==> src/rv_isa_pkg.sv <==
`default_nettype none

package rv_isa_pkg;

    // data path and register index widths
    localparam int xlen      = 64;
    localparam int reg_idx_w = 5;

    // major opcodes
    localparam logic [6:0] op_lui    = 7'b0110111;
    localparam logic [6:0] op_opimm  = 7'b0010011;
    localparam logic [6:0] op_op     = 7'b0110011;
    localparam logic [6:0] op_load   = 7'b0000011;
    localparam logic [6:0] op_store  = 7'b0100011;
    localparam logic [6:0] op_system = 7'b1110011;

    // funct3 values
    localparam logic [2:0] f3_ld    = 3'b011;
    localparam logic [2:0] f3_sd    = 3'b011;
    localparam logic [2:0] f3_csrrw = 3'b001;
    localparam logic [2:0] f3_csrrs = 3'b010;

    // fixed encodings
    localparam logic [31:0] mret_word = 32'h3020_0073;
    // addi x0, x0, 0
    localparam logic [31:0] nop_word  = 32'h0000_0013;

    typedef struct packed {
        logic [6:0]           funct7;
        logic [reg_idx_w-1:0] rs2;
        logic [reg_idx_w-1:0] rs1;
        logic [2:0]           funct3;
        logic [reg_idx_w-1:0] rd;
        logic [6:0]           opcode;
    } r_fmt_t;

    typedef struct packed {
        logic [11:0]          imm;
        logic [reg_idx_w-1:0] rs1;
        logic [2:0]           funct3;
        logic [reg_idx_w-1:0] rd;
        logic [6:0]           opcode;
    } i_fmt_t;

    typedef struct packed {
        logic [6:0]           imm_hi;
        logic [reg_idx_w-1:0] rs2;
        logic [reg_idx_w-1:0] rs1;
        logic [2:0]           funct3;
        logic [4:0]           imm_lo;
        logic [6:0]           opcode;
    } s_fmt_t;

    typedef struct packed {
        logic [19:0]          imm;
        logic [reg_idx_w-1:0] rd;
        logic [6:0]           opcode;
    } u_fmt_t;

    // one instruction word, four views
    typedef union packed {
        r_fmt_t r_fmt;
        i_fmt_t i_fmt;
        s_fmt_t s_fmt;
        u_fmt_t u_fmt;
    } rv_instr_u;

    // operation class handed to execute
    typedef enum logic [3:0] {
        ex_nop,
        ex_lui,
        ex_addi,
        ex_add,
        ex_load,
        ex_store,
        ex_csr_rw,
        ex_csr_rs,
        ex_mret
    } exec_op_e;

endpackage

`default_nettype wire

==> src/rv_csr_pkg.sv <==
`default_nettype none

package rv_csr_pkg;

    // machine csr addresses
    localparam logic [11:0] csr_mstatus = 12'h300;
    localparam logic [11:0] csr_mie     = 12'h304;
    localparam logic [11:0] csr_mtvec   = 12'h305;
    localparam logic [11:0] csr_mepc    = 12'h341;
    localparam logic [11:0] csr_mcause  = 12'h342;
    localparam logic [11:0] csr_mip     = 12'h344;

    // bit positions
    localparam int mstatus_mie_bit  = 3;
    localparam int mstatus_mpie_bit = 7;
    // meip in mip sits at the same position
    localparam int mie_meie_bit     = 11;

    // interrupt flag plus code 11, machine external
    localparam logic [63:0] mcause_ext_irq = {1'b1, 63'd11};

    // first fetch address after reset
    localparam logic [63:0] reset_pc = 64'd44;

endpackage

`default_nettype wire

==> src/rv_execute.sv <==
`default_nettype none

module rv_execute (
    input  logic                 clk,
    input  logic                 reset,
    output logic [63:0]          pc,
    input  logic [31:0]          instruction,
    output logic [31:0]          ir_word,
    input  rv_isa_pkg::exec_op_e dec_op,
    input  logic [4:0]           dec_rd,
    input  logic [4:0]           dec_rs1,
    input  logic [4:0]           dec_rs2,
    input  logic signed [63:0]   dec_imm,
    input  logic [11:0]          dec_csr_addr,
    output logic [4:0]           rf_rs1,
    output logic [4:0]           rf_rs2,
    input  logic [63:0]          rs1_data,
    input  logic [63:0]          rs2_data,
    output logic                 rf_we,
    output logic [4:0]           rf_rd,
    output logic [63:0]          rf_wdata,
    output logic                 csr_en,
    output logic                 csr_set,
    output logic [11:0]          csr_addr,
    output logic [63:0]          csr_wdata,
    input  logic [63:0]          csr_rdata,
    input  logic                 irq_take,
    output logic                 trap,
    output logic [63:0]          trap_pc,
    output logic                 mret,
    input  logic [63:0]          mtvec_q,
    input  logic [63:0]          mepc_q,
    output logic [63:0]          bus_address,
    output logic [63:0]          bus_write_data,
    output logic                 bus_read_enable,
    output logic                 bus_write_enable,
    input  logic [63:0]          bus_read_data,
    output logic                 interrupt_ack
);
    import rv_isa_pkg::*;
    import rv_csr_pkg::*;

    logic [xlen-1:0]      ir_pc;
    logic                 bubble;
    logic                 ld_step;
    logic [reg_idx_w-1:0] ld_rd_q;
    logic                 exec_valid;
    logic                 run;
    logic [xlen-1:0]      mem_addr;

    // ir holds a real instruction this cycle
    assign exec_valid = !bubble && !ld_step;
    // interrupt wins over the instruction in ir
    assign run        = exec_valid && !irq_take;
    assign mem_addr   = rs1_data + dec_imm;

    assign rf_rs1 = dec_rs1;
    assign rf_rs2 = dec_rs2;

    // trap strobe to csr unit, discarded instruction's pc becomes mepc
    assign trap    = exec_valid && irq_take;
    assign trap_pc = ir_pc;
    assign mret    = run && dec_op == ex_mret;

    assign csr_en    = run && (dec_op == ex_csr_rw || dec_op == ex_csr_rs);
    assign csr_set   = dec_op == ex_csr_rs;
    assign csr_addr  = dec_csr_addr;
    assign csr_wdata = rs1_data;

    // writeback select
    always_comb begin
        rf_we    = 1'b0;
        rf_rd    = dec_rd;
        rf_wdata = dec_imm;
        if (ld_step) begin
            // load step 1, read data lands now
            rf_we    = 1'b1;
            rf_rd    = ld_rd_q;
            rf_wdata = bus_read_data;
        end else if (run) begin
            case (dec_op)
                ex_lui: begin
                    rf_we = 1'b1;
                end
                ex_addi: begin
                    rf_we    = 1'b1;
                    rf_wdata = rs1_data + dec_imm;
                end
                ex_add: begin
                    rf_we    = 1'b1;
                    rf_wdata = rs1_data + rs2_data;
                end
                ex_csr_rw, ex_csr_rs: begin
                    // old csr value to rd
                    rf_we    = 1'b1;
                    rf_wdata = csr_rdata;
                end
                default: ;
            endcase
        end
    end

    // fetch register, pc and sequencing
    always_ff @(posedge clk or negedge reset) begin
        if (!reset) begin
            pc               <= reset_pc;
            ir_word          <= nop_word;
            ir_pc            <= reset_pc;
            bubble           <= 1'b1;
            ld_step          <= 1'b0;
            bus_read_enable  <= 1'b0;
            bus_write_enable <= 1'b0;
            interrupt_ack    <= 1'b0;
        end else begin
            ir_word          <= instruction;
            ir_pc            <= pc;
            pc               <= pc + 64'd4;
            bus_read_enable  <= 1'b0;
            bus_write_enable <= 1'b0;
            interrupt_ack    <= trap;
            if (trap) begin
                pc     <= mtvec_q;
                bubble <= 1'b1;
            end else if (ld_step) begin
                // step 1 also drops the refetched word
                ld_step <= 1'b0;
                bubble  <= 1'b0;
            end else if (bubble) begin
                bubble <= 1'b0;
            end else begin
                case (dec_op)
                    ex_load: begin
                        // step 0, hold pc so the next word is fetched again
                        bus_read_enable <= 1'b1;
                        pc              <= pc;
                        bubble          <= 1'b1;
                        ld_step         <= 1'b1;
                    end
                    ex_store: begin
                        bus_write_enable <= 1'b1;
                    end
                    ex_mret: begin
                        pc     <= mepc_q;
                        bubble <= 1'b1;
                    end
                    default: ;
                endcase
            end
        end
    end

    // bus payload and load target
    always_ff @(posedge clk) begin
        if (run && (dec_op == ex_load || dec_op == ex_store)) begin
            bus_address    <= mem_addr;
            bus_write_data <= rs2_data;
        end
        if (run && dec_op == ex_load) begin
            ld_rd_q <= dec_rd;
        end
    end

endmodule

`default_nettype wire

==> config.mk <==
export PLATFORM = sky130hd
export DESIGN_NAME = rv_execute
export DESIGN_NICKNAME = d
export VERILOG_FILES = /design/src/rv_isa_pkg.sv /design/src/rv_csr_pkg.sv /design/src/rv_execute.sv
export SDC_FILE = /design/constraint.sdc
export NUM_CORES = 1
export LEC_CHECK = 0
export BUFFER_PORTS_ARGS = -buffer_cell sky130_fd_sc_hd__buf_4
export CAP_MARGIN = 25
export CORE_AREA = 8 8 370 372
export CTS_CLUSTER_SIZE = 28
export DETAILED_ROUTE_END_ITERATION = 6
export DIE_AREA = 0 0 378 380
export PLACE_DENSITY = 0.39
export SLEW_MARGIN = 20
export SYNTH_ARGS = -nofsm -noshare
export SYNTH_HDL_FRONTEND = slang
export SYNTH_SLANG_ARGS = --single-unit
export TNS_END_PERCENT = 20
==> constraint.sdc <==
create_clock -name clk -period 16.59 [get_ports clk]
set_input_delay 0.8295 -clock clk [delete_from_list [all_inputs] [get_ports clk]]
set_output_delay 0.8295 -clock clk [all_outputs]
set_load 0.005 [all_outputs]
### After elaboration in Yosys (flattened, before gate mapping)

Cells that the tools add are included.

| storage, ports and cells | value |
|---|---|
| bits in registers | 298 |
| output and inout port bits | 451 |
| word-level logic and storage cells | 61 |

| cells by class | value |
|---|---|
| add/subtract/negate cells | 3 |
| equal/unequal tests | 9 |
| muxes and demuxes | 23 |
| reductions and logical operators | 15 |

Operators by type and width:

| cell | count |
|---|---|
| two-way mux 64 bit | 5 |
| case mux 64 bit (3 select lines) | 1 |
| adder 64 bit | 2 |
| case mux 64 bit (2 select lines) | 1 |
| adder 64 x 3 -> 64 bit, second input constant | 1 |
| == test 4 x 3 -> 1 bit, second input constant | 4 |
| two-way mux 1 bit | 15 |
| == test 4 x 2 -> 1 bit, second input constant | 2 |
| logical AND 1 bit | 7 |
| two-way mux 5 bit | 1 |
| OR reduction 5 bit | 1 |
| == test 4 x 1 -> 1 bit, second input constant | 1 |
| == test 4 bit, second input constant | 1 |
| != test 4 bit, second input constant | 1 |
| OR reduction 2 bit | 2 |
| zero test 1 bit | 3 |
| logical OR 1 bit | 2 |

### Logic depth before layout (Yosys ltp)

| depth | value |
|---|---|
| depth after elaboration | 6 |
| gate-level depth with buffers | 13 |
| depth with buffers taken out | 13 |

### Worst setup path before layout

OpenSTA, ideal clock, no wires.

| timing path | value |
|---|---|
| path kind | reg2reg |
| start point | register ld_step |
| end point | register ld_rd_q[0] (enable) |
| arrival time | 5.585 ns |
| setup slack | 10.640 ns |
| stages on the path, launching flop included | 10 |
| path buffers | 4 |
| path through | dfrtp_1 clkbuf_1 or2_2 clkbuf_1 nor2_1 and3_1 nand2b_1 inv_1 clkbuf_1 buf_1 |

| between the ends | value |
|---|---|
| cells in the longest elaborated chain, start to end | 4 |

Ends and longest elaborated chain:

| item | line | text |
|---|---|---|
| start, declared | rv_execute.sv:45 | `logic ld_step;` |
| start signal, assigned | rv_execute.sv:110 | `ld_step <= 1'b0;` |
| start signal, assigned | rv_execute.sv:126 | `ld_step <= 1'b0;` |
| start signal, assigned | rv_execute.sv:137 | `ld_step <= 1'b1;` |
| zero test 1 bit | rv_execute.sv:52 | `assign exec_valid = !bubble && !ld_step;` |
| logical AND 1 bit | rv_execute.sv:52 |  |
| logical AND 1 bit | rv_execute.sv:54 | `assign run = exec_valid && !irq_take;` |
| logical AND 1 bit | rv_execute.sv:158 | `if (run && dec_op == ex_load) begin` |
| end signal, assigned | rv_execute.sv:159 | `ld_rd_q <= dec_rd;` |
| end, declared | rv_execute.sv:46 | `logic [reg_idx_w-1:0] ld_rd_q;` |

Every way passes these cells.
A chain may end at the register's enable or synchronous reset.

### Worst setup path after layout

| timing path | value |
|---|---|
| start point | input rs1_data[0] |
| end point | output rf_wdata[60] |

| between the ends | value |
|---|---|
| cells in the longest elaborated chain, start to end | 4 |

Ends and longest elaborated chain:

| item | line | text |
|---|---|---|
| start, declared | rv_execute.sv:17 | `input logic [63:0] rs1_data,` |
| adder 64 bit | n/a |  |
| named net mem_addr[60] | rv_execute.sv:49 | `logic [xlen-1:0] mem_addr;` |
| case mux 64 bit (3 select lines) | rv_execute.sv:81 | `case (dec_op)` |
| two-way mux 64 bit | rv_execute.sv:80 | `end else if (run) begin` |
| two-way mux 64 bit | rv_execute.sv:75 | `if (ld_step) begin` |
| end, declared | rv_execute.sv:21 | `output logic [63:0] rf_wdata,` |

The timed path passes the listed nets, and every way through them passes these cells.

==> impl_results.md <==
- Vias in the first global route: 24300
- Worst setup path class: input port to primary output
- Final ANT Viol Nets: 0
- Area contributors post-synth: edfxtp_1 18%, dfrtp_1 17%, ha_1 7.1%
- Final Hold Vio Count: 0
- EDFF count, synth: 133
- Worst setup EP type: primary output
- Number of CTS-inserted buffers: 45
- Worst Tran Pin Value: 983 ps
- Synth area leader: edfxtp_1
- Gr ovfl total: 0
- Hold crit path type: input port to asynchronous set/reset pin
- Share of cells above drive strength 1: 32.2%
- Max_slew headroom: 34.4%
- Max-Cap Viols: 0
- Reg2reg start: ld_step$_DFFE_PN0N_
- Startpoint Class: input port
- Slowest cell delay on critical path: 570 ps
- Final WL: 150 mm
- Final total negative setup slack: 0 ps
- Crit path max fanout: 4
- CTS Hold Bufs: 0
- Final #Nets: 4012
- Final Core Density: 24.5%
- RSZ-0062 raised after global routing: false
- Synthesized area: 22400 um2
- Worst-case reg-to-reg path depth: 11
- Clk slew on worst S/H paths: 60 ps
- Crit-path cells: buf_4 > ha_1 > inv_1 > fa_1 > nand2b_1 > a21oi_2 > o211ai_1 > a2111o_1 > a21oi_2 > o2111ai_2 > and2_1 > o21ai_1 > xor2_1 > a21o_1 > buf_4
- Synth top area share: 17.8%
- Post-synthesis sequential area ratio: 36.3%
- Count of state elements after synthesis: 298
- Initial antenna violation count: 40
- Fin Clk Skew: 53.0 ps
- Initial Utilization: 17.1%
- DR vias: 24100
- Syn nets: 3248
- Leak pwr: 0.0139 uW
- Power consumption: 2910 uW
- DR iter-0 viols: 1949
- Setup Viol. Count Final: 0
- Worst path required time: 15760 ps
- Peak supply drop: 65.7 uV
- Yosys cell types: 96
- Post-synth top cells: 290 x a21oi_1, 288 x nand2_1, 254 x nor2_1, 159 x o21ai_0, 155 x dfrtp_1
- Root Buffer: clkbuf_16
- First-pass GRT wire length: 201 mm
- Fin. max-slew vios: 0
- Final HPWL DP: 124 mm
- CTS tree: yes
- Routability congestion estimate from global placement: 0.883
- CP arrival: 4620 ps
- Main flop type after synthesis: dfrtp_1
- Post-CTS Setup Inserts: 0
- Clk_lat worst skew: 650 ps
- Fin crit share: 32.9%
- Asr flop ratio synth: 55.4%
- Clock buffer depth: 3
- Status: finished, final reports clean
- Routed WL per cell: 29.0 um
- Area Overhead vs Synth: 43.2%
- Slowest cell on crit path: a2111o_1
- Rows: 133
- H-tree depth: 2
- Most frequent cell after synthesis: a21oi_1
- Post-synthesis cell count: 2605
- Die area: 144000 um2
- Post-CTS Resized: 0
- Reg2reg end: pc[63]$_DFFE_PN0N_
- DIE HEIGHT: 380 um
- Gr usage total: 19.6%
- Residual DRC: 0
- Via density: 4.66
- DR pass1 iterations: 6
- Synth warn: 0
- Largest net degree at the start of global routing: 64
- PortBufs: 920
- Mapped Avg Cell Area: 8.61 um2
- Sink Count: 298
- R2r setup slk: 11890 ps
- Core Box Area: 131000 um2
- Filler cells: 14500
- Peak Freq: 183 MHz
- Final Critical Period: 5450 ps
- PwrDens: 90.7 nW/um2
- Die width: 378 um
- Ports: 965
-- sequential cells by signal, indices dropped and copies added, names as in the netlist --
signal / count
ir_word: 32
pc: 64
bus_address: 64
bubble: 1
trap_pc: 64
bus_write_data: 64
ld_step: 1
interrupt_ack: 1
bus_write_enable: 1
ld_rd_q: 5
bus_read_enable: 1
-- where the power goes --
part           total (uW)  internal [uW]  switching, uW
Sequential            982            869            113
Combinational         929            410            519
Clock                1000            568            434
-- logic make-up (layout without fill, tap and decap cells) --
logic type                 after synthesis  in the layout  synth area share [%]
adders and majority gates              129            129                  7.27
other                                    0              8                     0
DFF                                    298            298                  36.3
AOI/OAI and AO/OA                      896            896                  25.9
muxes                                   19             19                 0.915
buffers and inverters                  267           1066                  5.97
xor gates and xnor gates               156            156                  6.09
and+or+nand+nor                        840            840                  17.6
-- cell type report --
cell class / instances / area [um2] / share of cell area (%)
Multi-Input combinational cell: 2040 / 13000 / 40.5
Tap cell: 1755 / 2200 / 6.84
Antenna cell: 8 / 20.0 / 0.0624
Inverter: 37 / 139 / 0.433
Clock inverter: 27 / 307 / 0.955
Timing Repair Buffer: 947 / 7110 / 22.2
Clock buffer: 55 / 1190 / 3.72
Sequential cell: 298 / 8140 / 25.4
-- how the worst max path moves through the flow --
stage | from | endpoint | slack, ps | cells after the start
finish | rs1_data[0] | rf_wdata[60] | 11140 | 15
global route | ld_step$_DFFE_PN0N_ | rf_wdata[57] | 10980 | 10
CTS | ld_step$_DFFE_PN0N_ | rf_wdata[57] | 11110 | 10
detailed placement | rs1_data[0] | rf_wdata[60] | 11140 | 15
global placement | rs1_data[0] | rf_wdata[60] | 11110 | 15
floorplan | ld_step$_DFFE_PN0N_ | ld_rd_q[0]$_DFFE_PP_ | 10640 | 9
-- metrics by stage --
step / setup WS (ps) / std cells / area [um2] / hold WS [ps]
5_1_grt: 10980 / 5159 / 32100 / 165
2_1_floorplan: 10640 / 2605 / 22400 / 394
4_1_cts: 11110 / 5158 / 32100 / 134
3_3_place_gp: 11110 / 5075 / 30600 / 415
3_5_place_dp: 11140 / 5076 / 30600 / 413
6_report: 11140 / 5167 / 32100 / 168
-- worst max-delay path: cells and delay by family --
kind	cells	cell delay [ps]
xor+xnor	1	280
compound gates	7	2070
simple gates	2	510
fa+ha+maj	2	590
buf+inv	3	310
-- layout by cell type, fill, tap and decap left out, types with 36 or more instances in the layout --
cell type,count
buf_4,945
clkbuf_16,45
o21ai_0,159
a21oi_1,290
nand4_1,52
dfrtp_1,154
nand2_1,288
ha_1,127
a221oi_1,37
inv_1,36
nand3_1,71
xor2_1,83
xnor2_1,73
o211ai_1,41
nor2_1,252
a21o_1,88
edfxtp_1,133
-- routing by layer --
metal	wire length, um	GRT usage, %
met5	235	0
met2	76100	35.7
met4	2740	3.73
met1	56800	22.3
met3	13900	6.69
(Power assumes the default switching activity.)
