[src/rv_isa_pkg.sv]
`default_nettype none

package rv_isa_pkg;

    // data path and register index widths
    localparam int xlen      = 64;
    localparam int reg_idx_w = 5;

    // major opcodes
    localparam logic [6:0] op_lui    = 7'b0110111;
    localparam logic [6:0] op_opimm  = 7'b0010011;
    localparam logic [6:0] op_op     = 7'b0110011;
    localparam logic [6:0] op_load   = 7'b0000011;
    localparam logic [6:0] op_store  = 7'b0100011;
    localparam logic [6:0] op_system = 7'b1110011;

    // funct3 values
    localparam logic [2:0] f3_ld    = 3'b011;
    localparam logic [2:0] f3_sd    = 3'b011;
    localparam logic [2:0] f3_csrrw = 3'b001;
    localparam logic [2:0] f3_csrrs = 3'b010;

    // fixed encodings
    localparam logic [31:0] mret_word = 32'h3020_0073;
    // addi x0, x0, 0
    localparam logic [31:0] nop_word  = 32'h0000_0013;

    typedef struct packed {
        logic [6:0]           funct7;
        logic [reg_idx_w-1:0] rs2;
        logic [reg_idx_w-1:0] rs1;
        logic [2:0]           funct3;
        logic [reg_idx_w-1:0] rd;
        logic [6:0]           opcode;
    } r_fmt_t;

    typedef struct packed {
        logic [11:0]          imm;
        logic [reg_idx_w-1:0] rs1;
        logic [2:0]           funct3;
        logic [reg_idx_w-1:0] rd;
        logic [6:0]           opcode;
    } i_fmt_t;

    typedef struct packed {
        logic [6:0]           imm_hi;
        logic [reg_idx_w-1:0] rs2;
        logic [reg_idx_w-1:0] rs1;
        logic [2:0]           funct3;
        logic [4:0]           imm_lo;
        logic [6:0]           opcode;
    } s_fmt_t;

    typedef struct packed {
        logic [19:0]          imm;
        logic [reg_idx_w-1:0] rd;
        logic [6:0]           opcode;
    } u_fmt_t;

    // one instruction word, four views
    typedef union packed {
        r_fmt_t r_fmt;
        i_fmt_t i_fmt;
        s_fmt_t s_fmt;
        u_fmt_t u_fmt;
    } rv_instr_u;

    // operation class handed to execute
    typedef enum logic [3:0] {
        ex_nop,
        ex_lui,
        ex_addi,
        ex_add,
        ex_load,
        ex_store,
        ex_csr_rw,
        ex_csr_rs,
        ex_mret
    } exec_op_e;

endpackage

`default_nettype wire

[src/rv_decode.sv]
`default_nettype none

module rv_decode (
    input  rv_isa_pkg::rv_instr_u      instr,
    output rv_isa_pkg::exec_op_e       op,
    output logic [4:0]                 rd,
    output logic [4:0]                 rs1,
    output logic [4:0]                 rs2,
    output logic signed [63:0]         imm,
    output logic [11:0]                csr_addr
);
    import rv_isa_pkg::*;

    logic signed [xlen-1:0] imm_i;
    logic signed [xlen-1:0] imm_s;
    logic signed [xlen-1:0] imm_u;

    // register fields sit at fixed positions in every format
    assign rd       = instr.r_fmt.rd;
    assign rs1      = instr.r_fmt.rs1;
    assign rs2      = instr.r_fmt.rs2;
    assign csr_addr = instr.i_fmt.imm;

    // sign extended immediates
    assign imm_i = {{52{instr.i_fmt.imm[11]}}, instr.i_fmt.imm};
    assign imm_s = {{52{instr.s_fmt.imm_hi[6]}}, instr.s_fmt.imm_hi, instr.s_fmt.imm_lo};
    assign imm_u = {{32{instr.u_fmt.imm[19]}}, instr.u_fmt.imm, 12'b0};

    always_comb begin
        op  = ex_nop;
        imm = imm_i;
        case (instr.r_fmt.opcode)
            op_lui: begin
                op  = ex_lui;
                imm = imm_u;
            end
            op_opimm: begin
                // only addi kept
                if (instr.i_fmt.funct3 == 3'b000) begin
                    op = ex_addi;
                end
            end
            op_op: begin
                if (instr.r_fmt.funct3 == 3'b000 && instr.r_fmt.funct7 == 7'b0) begin
                    op = ex_add;
                end
            end
            op_load: begin
                if (instr.i_fmt.funct3 == f3_ld) begin
                    op = ex_load;
                end
            end
            op_store: begin
                if (instr.s_fmt.funct3 == f3_sd) begin
                    op  = ex_store;
                    imm = imm_s;
                end
            end
            op_system: begin
                if (instr == mret_word) begin
                    op = ex_mret;
                end else if (instr.i_fmt.funct3 == f3_csrrw) begin
                    op = ex_csr_rw;
                end else if (instr.i_fmt.funct3 == f3_csrrs) begin
                    op = ex_csr_rs;
                end
            end
            // anything else executes as nop
            default: op = ex_nop;
        endcase
    end

endmodule

`default_nettype wire

[config.mk]
export PLATFORM = sky130hd
export DESIGN_NAME = rv_decode
export DESIGN_NICKNAME = d
export VERILOG_FILES = /design/src/rv_isa_pkg.sv /design/src/rv_decode.sv
export SDC_FILE = /design/constraint.sdc
export NUM_CORES = 1
export LEC_CHECK = 0
export ABC_AREA = 1
export BUFFER_PORTS_ARGS = -buffer_cell sky130_fd_sc_hd__buf_4
export CORE_MARGIN = 3
export CORE_UTILIZATION = 38
export DETAILED_ROUTE_END_ITERATION = 8
export GPL_TIMING_DRIVEN = 0
export PLACE_DENSITY = 0.86
export REMOVE_ABC_BUFFERS = 1
export SLEW_MARGIN = 25
export SYNTH_ARGS = -nofsm -noshare
export SYNTH_HDL_FRONTEND = slang
export SYNTH_SLANG_ARGS = --single-unit
export TNS_END_PERCENT = 20
[constraint.sdc]
create_clock -name vclk -period 1.2
set_input_delay 0.24 -clock vclk [all_inputs]
set_output_delay 0.24 -clock vclk [all_outputs]
set_load 0.1 [all_outputs]
# --- Yosys cells after proc, flatten, opt, wreduce, memory -nomap -nowiden ---
# Cells that the tools add are included.
word_totals:
  output_inout_bits: 95
  register_bits: 0
classes:
  reduce_logical: 3
  n_eq_ne: 10
  muxes: 10
op_table:
  columns: ["operator", "count"]
  rows:
  - ["one-hot mux 31 bit (2 select lines)", 1]
  - ["== test 32 x 30 -> 1 bit (second input constant)", 1]
  - ["one-hot mux 4 bit (6 select lines)", 1]
  - ["== test 7 x 6 -> 1 bit (second input constant)", 3]
  - ["two-way mux 3 bit", 4]
  - ["== test 7 x 2 -> 1 bit (second input constant)", 1]
  - ["== test 7 x 5 -> 1 bit (second input constant)", 1]
  - ["== test 7 bit (second input constant)", 1]
  - ["logical NOT 7 bit", 1]
  - ["== test 3 x 2 -> 1 bit (second input constant)", 2]
  - ["two-way mux 5 bit", 1]
  - ["two-way mux 2 bit", 2]
  - ["two-way mux 4 bit", 1]
  - ["== test 3 x 1 -> 1 bit (second input constant)", 1]
  - ["logical NOT 3 bit", 1]
  - ["logical AND 1 bit", 1]

# --- Logic depth before layout (Yosys ltp) ---
# Gate-level depths: netlist (run 1).
depth:
  word_depth: 5
  ltp_mapped: 8
  mapped_depth_nobuf: 8

# --- Worst setup path after synthesis (run 1) ---
# OpenSTA, ideal clock, no wires.
synth_path:
  kind: "input-to-output"
  startpoint: "input port instr[2] (netlist name)"
  endpoint: "output port op[2]"
  required_time_ns: 0.960
  cell_stages: 5
  path_buffers: 0
  arrival_time_ns: 1.956
  path_slack_ns: -0.996
  path_cell_list: "inv_2 > nand2_2 > nor2_4 > nand3_1 > o21ai_1"
synth_via:
  elab_chain_cells: 3
synth_lines:
  columns: ["item", "line", "source"]
  rows:
  - ["start, declared", "rv_decode.sv:4", "input rv_isa_pkg::rv_instr_u instr,"]
  - ["== test 32 x 30 -> 1 bit", "rv_decode.sv:60", "if (instr == mret_word) begin"]
  - ["two-way mux 4 bit", "rv_decode.sv:60", null]
  - ["one-hot mux 4 bit (6 select lines) (*)", "rv_decode.sv:32", "case (instr.r_fmt.opcode)"]
  - ["end, declared", "rv_decode.sv:5", "output rv_isa_pkg::exec_op_e op,"]
# Mark *: on every way between the ends. The rest lies on a longest branch, timed or not.

# --- Worst setup path after layout (run 1) ---
layout_path:
  startpoint: "input port instr[3] (netlist name)"
  endpoint: "output port imm[30]"
layout_via:
  elab_chain_cells: 2
layout_lines:
  columns: ["item", "line", "source"]
  rows:
  - ["== test 7 x 6 -> 1 bit", "rv_decode.sv:32", null]
  - ["one-hot mux 31 bit (2 select lines) (*)", "rv_decode.sv:32", null]
  - ["end, declared", "rv_decode.sv:9", "output logic signed [63:0] imm,"]
# Marks and branches as above.

==> results.md, run 1 <==
* Portion of the clock cycle consumed by the worst path in the final layout at 130%
* Post-Syn Area per Cell at 6.22 um2
* P_leak at 1.23 nW
* Proportion of layout cells with a drive suffix above 1 at 75.9%
* Crit path launch type: input port
* Critical path launch point: instr[3]
* Maximum clock frequency at 0.643 GHz
* Net count of the finished layout at 304
* Cell with the most instances on the worst path: buf_12
* Post-Place Setup Slack at -0.742 ns
* Gp weighted congestion at 0.888
* VDD IR max at 0.490 mV
* WHS Path Cells at 2
* Placed inst area at 1730 um2
* Number of flip-flops and latches at 0
* Total area of multi-input combinational cells at 933 um2
* Maximum number of pins on one net before global-route repair at 40
* DRC viols at 0
* Result of the run: finished, violations left
* Final setup violation count at 35
* Kind of cell with the highest combined delay on the critical path: buffers and inverters
* Data arrival time of the worst path at 1.31 ns
* Logic depth of the worst setup path including buffers at 6
* Via count at 1514
* Effective utilization at floorplan at 40.0%
* Vias in the first global route at 1516
* Wire length of the first global-routing pass at 7.87 mm
* Min Clock Period, post-route at 1.55 ns
* IO buf count at 127
* Total length of routed wires at 5.33 mm
* Pre-Repair DR Iteration Count at 4
* Filler-free cell count of the finished design at 314
* Area of the mapped netlist at 1230 um2
* Cells after synthesis at 198
* Longest individual stage delay on the worst path at 0.23 ns
* Area of the die at 3960 um2
* Area growth syn-to-layout at 106%
* Final antenna diode count at 0
* Hold bufs inserted after CTS at 0
* Number of filler cells placed in the layout at 198
* Failing checks: setup timing
* Worst min-delay path startpoint: instr[15]
* Global routing usage summed across all routing layers at 24.2%
* Worst slew slack as a fraction of its limit at 80.7%
* Via density at 4.82
* Area of all placed cells without fillers at 2530 um2
* Worst Hold Class: input port to output pin
* Max Cap Violations at 0
* Post-detailed-route count of antenna-violating nets at 0
* Number of max-slew violations in the final report at 0
* Power density over cell area at 817 nW/um2
* Area occupied by registers at 0 um2
* Sum of overflow across all layers after global routing at 0
* Final setup margin at -0.354 ns
* Number of warnings printed during yosys synthesis at 0
* Hold violation count in the final report at 0
* Unrepaired setup endpoints after global routing: true
* Placed Cells at 305
* Combined buffer and inverter count along the critical path at 3
* Worst-path cell with the longest stage delay: nor3_4
* CP cell instances: buf_8, nor3_4, buf_12, nand2_8, o21ai_2, buf_12
* TNS Setup at -10.66 ns
* Cell Rows at 20
* Distinct cells, synth at 19
* Top-level port count at 127
* Initial antenna violation count at 0
* Largest fanout of any net on the critical path at 5
* Die width at 62.9 um
* Final HPWL from detailed placement at 2.99 mm
* Count of clock buffers in the final design at 0
* Crit path kind: input port to output pin
* Kind of end point of the critical path: output pin
* Transition time at the pin with the least slew margin at 0.292 ns
* WP data required at 0.96 ns
* Placeable core area at 3080 um2
* Number of DRC markers in iteration 0 at 80
* Sequential share of the synthesized area at 0%
* Die boundary height at 62.9 um
* Drt wl/cell at 17.0 um
[layout by cell type, fill, tap and decap left out, types with 4 or more instances in the layout]
cell type	synthesis	routed
nor2_2	0	6
inv_2	8	12
nand4_1	5	5
inv_1	23	15
nor2_1	20	14
o21ai_0	6	4
buf_4	60	87
nand2_1	25	17
nand3_1	11	8
buf_12	2	32
o21ai_4	0	15
nand3_2	5	8
nand2_2	5	12
o21ai_2	17	4
buf_6	2	7
nand2_8	0	8
[synthesized netlist by cell type (all sizes together)]
cell type / count / area [um2]
buf: 64 / 513
nand2: 33 / 159
inv: 31 / 116
o21ai: 24 / 184
nor2: 22 / 97.6
nand3: 16 / 105
nand4: 5 / 31.3
nor3: 2 / 21.3
clkinv: 1 / 3.75
[final timing paths]
check	slack [ns]	end
max	-0.35	imm[30]
min	0.82	rs1[0]
[cells by family after synthesis]
kind of cell           share of synthesized area [%]
AND/OR/NAND/NOR                                 33.6
buffers and inverters                           51.4
AO/OA/AOI/OAI                                   14.9
[power breakdown]
part | switching, W | total [W] | internal (W)
sequential | 0 | 0 | 0
combinational | 0.00156 | 0.00207 | 0.000503
clock | 0 | 0 | 0
total | 0.00156 | 0.00207 | 0.000503
[cell type report]
type,instances,share of cell area [%]
well taps,44,2.17
inverters,32,5.54
multi-input cells,110,36.9
repair buffers,128,55.4
[routing by layer]
| layer | routed length, um | GRT usage (%) | vias up |
|---|---|---|---|
| met5 | 0 | 0 | - |
| met4 | 65 | 1.93 | 0 |
| met3 | 464 | 4.86 | 6 |
| met2 | 2930 | 49.5 | 97 |
| met1 | 1870 | 25.6 | 696 |
| li1 | - | - | 715 |
[what timing repair did]
action | 4_1_cts | 5_1_grt
cloned | 7 | 1
gates resized for setup | 151 | 16
setup buffers | 1 | 0
endpoints found under the setup margin | 35 | 35
pin swaps | 9 | 7
[per-stage QoR]
| step | hold WS, ns | util (%) | power, W |
|---|---|---|---|
| after floorplan | 0.480 | - | 0.000576 |
| final | 0.816 | 82.2 | 0.00207 |
| after CTS | 0.816 | 80.1 | 0.00203 |
| after global placement | 0.815 | 56.1 | 0.00176 |
| after global routing | 0.822 | 82.2 | 0.00212 |
| after detailed placement | 0.816 | 56.1 | 0.00177 |
Note: power is estimated with default switching activity, not from simulation.
==> run 2, diff against run 1 <==
--- a/config.mk
+++ b/config.mk
@@ -5,13 +5,12 @@
 export SDC_FILE = /design/constraint.sdc
 export NUM_CORES = 1
 export LEC_CHECK = 0
-export ABC_AREA = 1
 export BUFFER_PORTS_ARGS = -buffer_cell sky130_fd_sc_hd__buf_4
 export CORE_MARGIN = 3
-export CORE_UTILIZATION = 38
+export CORE_UTILIZATION = 34
 export DETAILED_ROUTE_END_ITERATION = 8
 export GPL_TIMING_DRIVEN = 0
-export PLACE_DENSITY = 0.86
+export PLACE_DENSITY = 0.85
 export REMOVE_ABC_BUFFERS = 1
 export SLEW_MARGIN = 25
 export SYNTH_ARGS = -nofsm -noshare
==> run 2 against run 1 <==
  * The flow still finishes with violations (setup timing)
  * Critical path depth stayed put
  * Flip-flop and latch count stayed put
  * Clock-buffer cell count stayed put
  * Critical endpoint is now imm[0]
==> results.md, run 2 <==
* Pre-Repair DR Iteration Count at 4 (unchanged)
* Max Used Layer: met4
* Worst slew slack as a fraction of its limit at 78.9% (-1.8 points)
* Cell Rows at 19 (-5.0%)
* Power density over cell area at 970 nW/um2 (+19%)
* Die boundary height at 60.4 um (-4.1%)
* Maximum number of pins on one net before global-route repair at 19 (-53%)
* Met3 routed wirelength at 409 um (-12%)
* Sequential share of the synthesized area at 0% (unchanged)
* Post-Syn Area per Cell at 6.79 um2 (+9.2%)
* Global routing usage summed across all routing layers at 21.2% (-3.0 points)
* P_leak at 1.09 nW (-11%)
* Via count at 1284 (-15%)
* Area growth syn-to-layout at 90.9%
* Wire length of the first global-routing pass at 6.00 mm (-24%)
* Result of the run: finished, violations left
* Drt wl/cell at 17.4 um (+2.2%)
* Final setup margin at -0.732 ns (-0.377 ns)
* Sum of met2 wire segment lengths after detailed routing at 2.29 mm (-22%)
* Top-level port count at 127 (unchanged)
* Count of clock buffers in the final design at 0 (unchanged)
* Area of the die at 3640 um2 (-8.0%)
* Sum of overflow across all layers after global routing at 0 (unchanged)
* Proportion of layout cells with a drive suffix above 1 at 71.4% (-4.6 points)
* Via density at 5.12 (+6.1%)
* Vias in the first global route at 1209 (-20%)
* Distinct cells, synth at 28 (+9)
* Maximum clock frequency at 0.518 GHz (-20%)
* Worst min-delay path startpoint: instr[25]
* Portion of the clock cycle consumed by the worst path in the final layout at 161% (+31 points)
* Final Hold Slack at 0.805 ns (-0.0106 ns)
* Met1 WL at 1.59 mm (-15%)
* Failing checks: setup timing
* Cells after synthesis at 148 (-25%)
* Critical path launch point: instr[6]
* Placed inst area at 1510 um2 (-12%)
* Data arrival time of the worst path at 1.69 ns (+0.38 ns)
* Library cell with the highest instance count after synthesis: buf_4
* Most instantiated cells after synthesis: buf_4, a21o_1, and2_1, nand2_1, nand4_1
* Area fraction of the dominant cell type after synthesis at 44.8% (+8.2 points)
* Highest-count cells in the layout ignoring fill and taps: buf_4, buf_6, a21o_1
* DRC viols at 0 (unchanged)
* Area occupied by registers at 0 um2 (unchanged)
* Dominant cells by area after synthesis: buf_4, a21o_1, and2_1, mux2i_1, nand4_1
* Die width at 60.4 um (-4.1%)
* Number of warnings printed during yosys synthesis at 0 (unchanged)
* Transition time at the pin with the least slew margin at 0.315 ns (+0.0226 ns)
* Total length of routed wires at 4.36 mm (-18%)
* Worst Hold Class: input port to output pin
* Crit path kind: input port to output pin
* Number of max-slew violations in the final report at 0 (unchanged)
* WP data required at 0.96 ns (about the same)
* Max Cap Violations at 0 (unchanged)
* Number of flip-flops and latches at 0 (unchanged)
* Hold violation count in the final report at 0 (unchanged)
* IO buf count at 127 (unchanged)
* Effective utilization at floorplan at 36.1% (-3.9 points)
* Top cell type by total area after synthesis: buf_4
* Placeable core area at 2780 um2 (-9.6%)
* VDD IR max at 1.03 mV (+110%)
* Most common cell after layout, fill and taps aside: buf_4
* Largest fanout of any net on the critical path at 5 (unchanged)
* Unrepaired setup endpoints after global routing: true
* Number of DRC markers in iteration 0 at 51 (-36%)
* Area of all placed cells without fillers at 1920 um2 (-24%)
* Crit path launch type: input port
* Gp weighted congestion at 0.838 (-5.7%)
* Kind of end point of the critical path: output pin
* Area of the mapped netlist at 1000 um2 (-18%)
* Final HPWL from detailed placement at 2.78 mm (-7.0%)
* Final antenna diode count at 0 (unchanged)
* TNS Setup at -21.74 ns (-11.08 ns)
* Initial antenna violation count at 0 (unchanged)
* Net count of the finished layout at 254 (-16%)
* Post-detailed-route count of antenna-violating nets at 0 (unchanged)
* Min Clock Period, post-route at 1.93 ns (+0.377 ns)
* Final setup violation count at 35 (unchanged)
## run 2: cell families (layout without fill, tap and decap cells)
logic type	after synthesis	after routing	synth area share, %
muxes	4	4	3.99
xor gates and xnor gates	1	1	0.872
and+or+nand+nor	45	46	26.5
AOI/OAI and AO/OA	25	25	18.6
buffers and inverters	73	144	50.1
## run 2: critical path, stage by stage
cell and delay [ns]:
buf_8 0.09, and4bb_2 0.33, nand2_4 0.06, or4_4 0.49, mux2i_1 0.22, buf_6 0.25
## run 2: repair_timing
action	in CTS	in global routing
setup endpoints to repair	35	35
pin swaps	12	4
gates cloned	2	0
setup buffers	9	2
gates resized for setup	57	12
hold buffers	0	0
## run 2: final timing paths
| kind | end | cells after the start |
|---|---|---|
| max | imm[0] | 6 |
| min | csr_addr[5] | 2 |
## run 2: per-layer routing
layer	track usage, %	up-vias
met1	26.0	599
met4	2.53	0
met3	2.13	6
met5	0	-
met2	40.6	87
li1	-	592
## run 2: power by group
part | leakage (nW) | internal [W] | switching (W)
sequential | 0 | 0 | 0
combinational | 1.09 | 0.000406 | 0.00145
clock | 0 | 0 | 0
total | 1.09 | 0.000406 | 0.00145
## run 2: layout make-up
| cell class | instances | area (um2) |
|---|---|---|
| Timing Repair Buffer | 139 | 1260 |
| Inverter | 5 | 18.8 |
| Fill cell | 241 | 863 |
| Multi-Input combinational cell | 76 | 598 |
| Tap cell | 31 | 38.8 |
## run 2: metrics by stage
step           worst slack (ns)  power, W  util [%]  instances
3_3_place_gp              -1.27   0.00173      54.4        238
4_1_cts                  -0.742   0.00184      66.8        249
6_report                 -0.732   0.00186      69.0        251
3_5_place_dp              -1.32   0.00174      54.4        238
5_1_grt                  -0.770   0.00190      69.0        251
2_1_floorplan             -3.22  0.000536         -         80
==> run 3, diff against run 2 <==
--- a/config.mk
+++ b/config.mk
@@ -5,12 +5,14 @@
 export SDC_FILE = /design/constraint.sdc
 export NUM_CORES = 1
 export LEC_CHECK = 0
+export ABC_AREA = 1
 export BUFFER_PORTS_ARGS = -buffer_cell sky130_fd_sc_hd__buf_4
 export CORE_MARGIN = 3
 export CORE_UTILIZATION = 34
 export DETAILED_ROUTE_END_ITERATION = 8
 export GPL_TIMING_DRIVEN = 0
-export PLACE_DENSITY = 0.85
+export MAX_ROUTING_LAYER = met4
+export PLACE_DENSITY = 0.81
 export REMOVE_ABC_BUFFERS = 1
 export SLEW_MARGIN = 25
 export SYNTH_ARGS = -nofsm -noshare
==> constraint.sdc (replaced) <==
create_clock -name vclk -period 1.6
set_input_delay 0.32 -clock vclk [all_inputs]
set_output_delay 0.32 -clock vclk [all_outputs]
set_load 0.1 [all_outputs]
==> run 3 against run 2 <==
  * The run still ends with setup timing left
  * Wire length up 20%
  * Critical path type unchanged
  * Design area is 40% higher
  * Combinational power decreased by 15%
  * Flip-flop and latch count unchanged
  * Sequential share of layout area stayed put
  * Critical path depth grew 2
  * Non-clock buffer count is 5 lower
  * Die area is 20% higher
  * Final cell count up 28%
  * Critical endpoint is now imm[14]
  * Via count rose by 21%
  * First-iteration DRC count rose by 45%
  * Hold slack better by 0.17 ns
==> results.md, run 3 (synthesis results as in run 1) <==
* Result of the run: finished, violations left
* Failing checks: setup timing
* Combinational fraction of design power at 100.0% (about the same)
* Placeable core area at 3420 um2 (+23%)
* Unrepaired setup endpoints after global routing: true
* Global routing usage summed across all routing layers at 21.7% (+0.47 points)
* Number of DRC markers in iteration 0 at 74 (+45%)
* Top-level port count at 127 (unchanged)
* Number of max-slew violations in the final report at 0 (unchanged)
* Int Power at 0.000398 W (-1.9%)
* P_leak at 1.29 nW (+18%)
* Switching power of the nets at 0.00118 W (-19%)
* Vias in the first global route at 1498 (+24%)
* Hold bufs inserted after CTS at 0 (unchanged)
* Final HPWL from detailed placement at 3.06 mm (+10%)
* Kind of cell with the highest combined delay on the critical path: simple AND/OR/NAND/NOR gates
* Area growth syn-to-layout at 118%
* VDD IR max at 0.345 mV (-67%)
* TNS Setup at -1.89 ns (+19.86 ns)
* Proportion of layout cells with a drive suffix above 1 at 77.1% (+5.7 points)
* Total length of routed wires at 5.23 mm (+20%)
* Longest individual stage delay on the worst path at 0.20 ns (-0.29 ns)
* Max Cap Violations at 0 (unchanged)
* Final antenna diode count at 0 (unchanged)
* Worst Hold Class: input port to output pin
* WP data required at 1.28 ns (+0.32 ns)
* Logic depth of the worst setup path including buffers at 8 (+2)
* Gp weighted congestion at 0.805 (-3.9%)
* Wire length of the first global-routing pass at 7.34 mm (+22%)
* Pre-Repair DR Iteration Count at 4 (unchanged)
* Power density over cell area at 588 nW/um2 (-39%)
* Number of filler cells placed in the layout at 226 (-6.2%)
* Worst slew slack as a fraction of its limit at 80.9% (+2.0 points)
* Area occupied by registers at 0 um2 (unchanged)
* Combined buffer and inverter count along the critical path at 3 (+1)
* Final setup violation count at 34 (-2.9%)
* Number of flip-flops and latches at 0 (unchanged)
* Crit path kind: input port to output pin
* Drt wl/cell at 16.3 um (-6.1%)
* Fraction of power consumed by sequential logic at 0% (unchanged)
* Die boundary height at 66.2 um (+9.6%)
* Hold violation count in the final report at 0 (unchanged)
* WHS Path Cells at 2 (unchanged)
* Via count at 1551 (+21%)
* Cell Rows at 21 (+2)
* Transition time at the pin with the least slew margin at 0.289 ns (-0.0251 ns)
* Post-detailed-route count of antenna-violating nets at 0 (unchanged)
* Kind of end point of the critical path: output pin
* Crit path launch type: input port
* Worst-path cell with the longest stage delay: nor3_4
* IO buf count at 127 (unchanged)
* Overall power consumption at 0.00158 W (-15%)
* Die width at 66.2 um (+9.6%)
* Via density at 4.83 (-5.5%)
* Portion of the clock cycle consumed by the worst path in the final layout at 106%
* Total area of multi-input combinational cells at 982 um2 (+64%)
* Count of clock buffers in the final design at 0 (unchanged)
* Area of the die at 4380 um2 (+20%)
* Largest fanout of any net on the critical path at 7 (+2)
* CP cell instances: buf_8, nand2_4, nor3_4, buf_12, nand2_8, nand2_8, o21ai_2, buf_12
* Sum of overflow across all layers after global routing at 0 (unchanged)
* Maximum number of pins on one net before global-route repair at 40 (+21)
* Highest-count cells in the layout ignoring fill and taps: buf_4, buf_12, inv_1
* Final setup margin at -0.0896 ns (+0.642 ns)
* Most common cell after layout, fill and taps aside: buf_4
* Data arrival time of the worst path at 1.37 ns (-0.32 ns)
* Maximum clock frequency at 0.592 GHz
* Effective utilization at floorplan at 36.0% (-0.078 points)
* DRC viols at 0 (unchanged)
* Initial antenna violation count at 0 (unchanged)
* Net count of the finished layout at 309 (+22%)
* Sw Share at 74.7% (-3.4 points)
* Clock Power Share at 0% (unchanged)
* Min Clock Period, post-route at 1.69 ns
## run 3: routing by layer
layer | vias up | GRT usage (%) | wire, um
met4 | 0 | 3.81 | 75
met1 | 719 | 24.4 | 1860
li1 | 719 | - | -
met5 | - | - | 0
met3 | 8 | 1.53 | 470
met2 | 105 | 41.8 | 2830
## run 3: area by class of cell
cell class                      instances  share of cell area (%)
Timing Repair Buffer                  134                    55.9
Inverter                               32                    5.41
Multi-Input combinational cell        109                    36.6
Tap cell                               46                    2.14
## run 3: power by group through the flow
stage | sequential [W] | combinational [W] | clock, W
3_3_place_gp | 0 | 0.00132 | 0
6_report | 0 | 0.00158 | 0
4_1_cts | 0 | 0.00152 | 0
5_1_grt | 0 | 0.00162 | 0
3_5_place_dp | 0 | 0.00133 | 0
2_1_floorplan | 0 | 0.000432 | 0
## run 3: timing repair
| item | CTS | global route |
|---|---|---|
| setup buffers | 2 | 5 |
| setup endpoints to repair | 35 | 35 |
| pin swaps | 8 | 17 |
| gates resized for setup | 141 | 46 |
| cloned | 7 | 0 |
## run 3: final timing paths
check                     start  endpoint
worst max-delay path   instr[1]   imm[14]
worst min-delay path  instr[18]    rs1[3]
## run 3: metrics by stage
step | utilization, % | instances | worst slack [ns] | hold slack (ns) | cell area (um2)
floorplan | - | 134 | -0.919 | 0.640 | 718
global placement | 50.6 | 307 | -0.503 | 0.975 | 1730
detailed placement | 50.6 | 307 | -0.514 | 0.976 | 1730
CTS | 72.9 | 316 | -0.0509 | 0.976 | 2490
global route | 78.6 | 321 | -0.124 | 0.981 | 2680
finish | 78.6 | 321 | -0.0896 | 0.976 | 2680
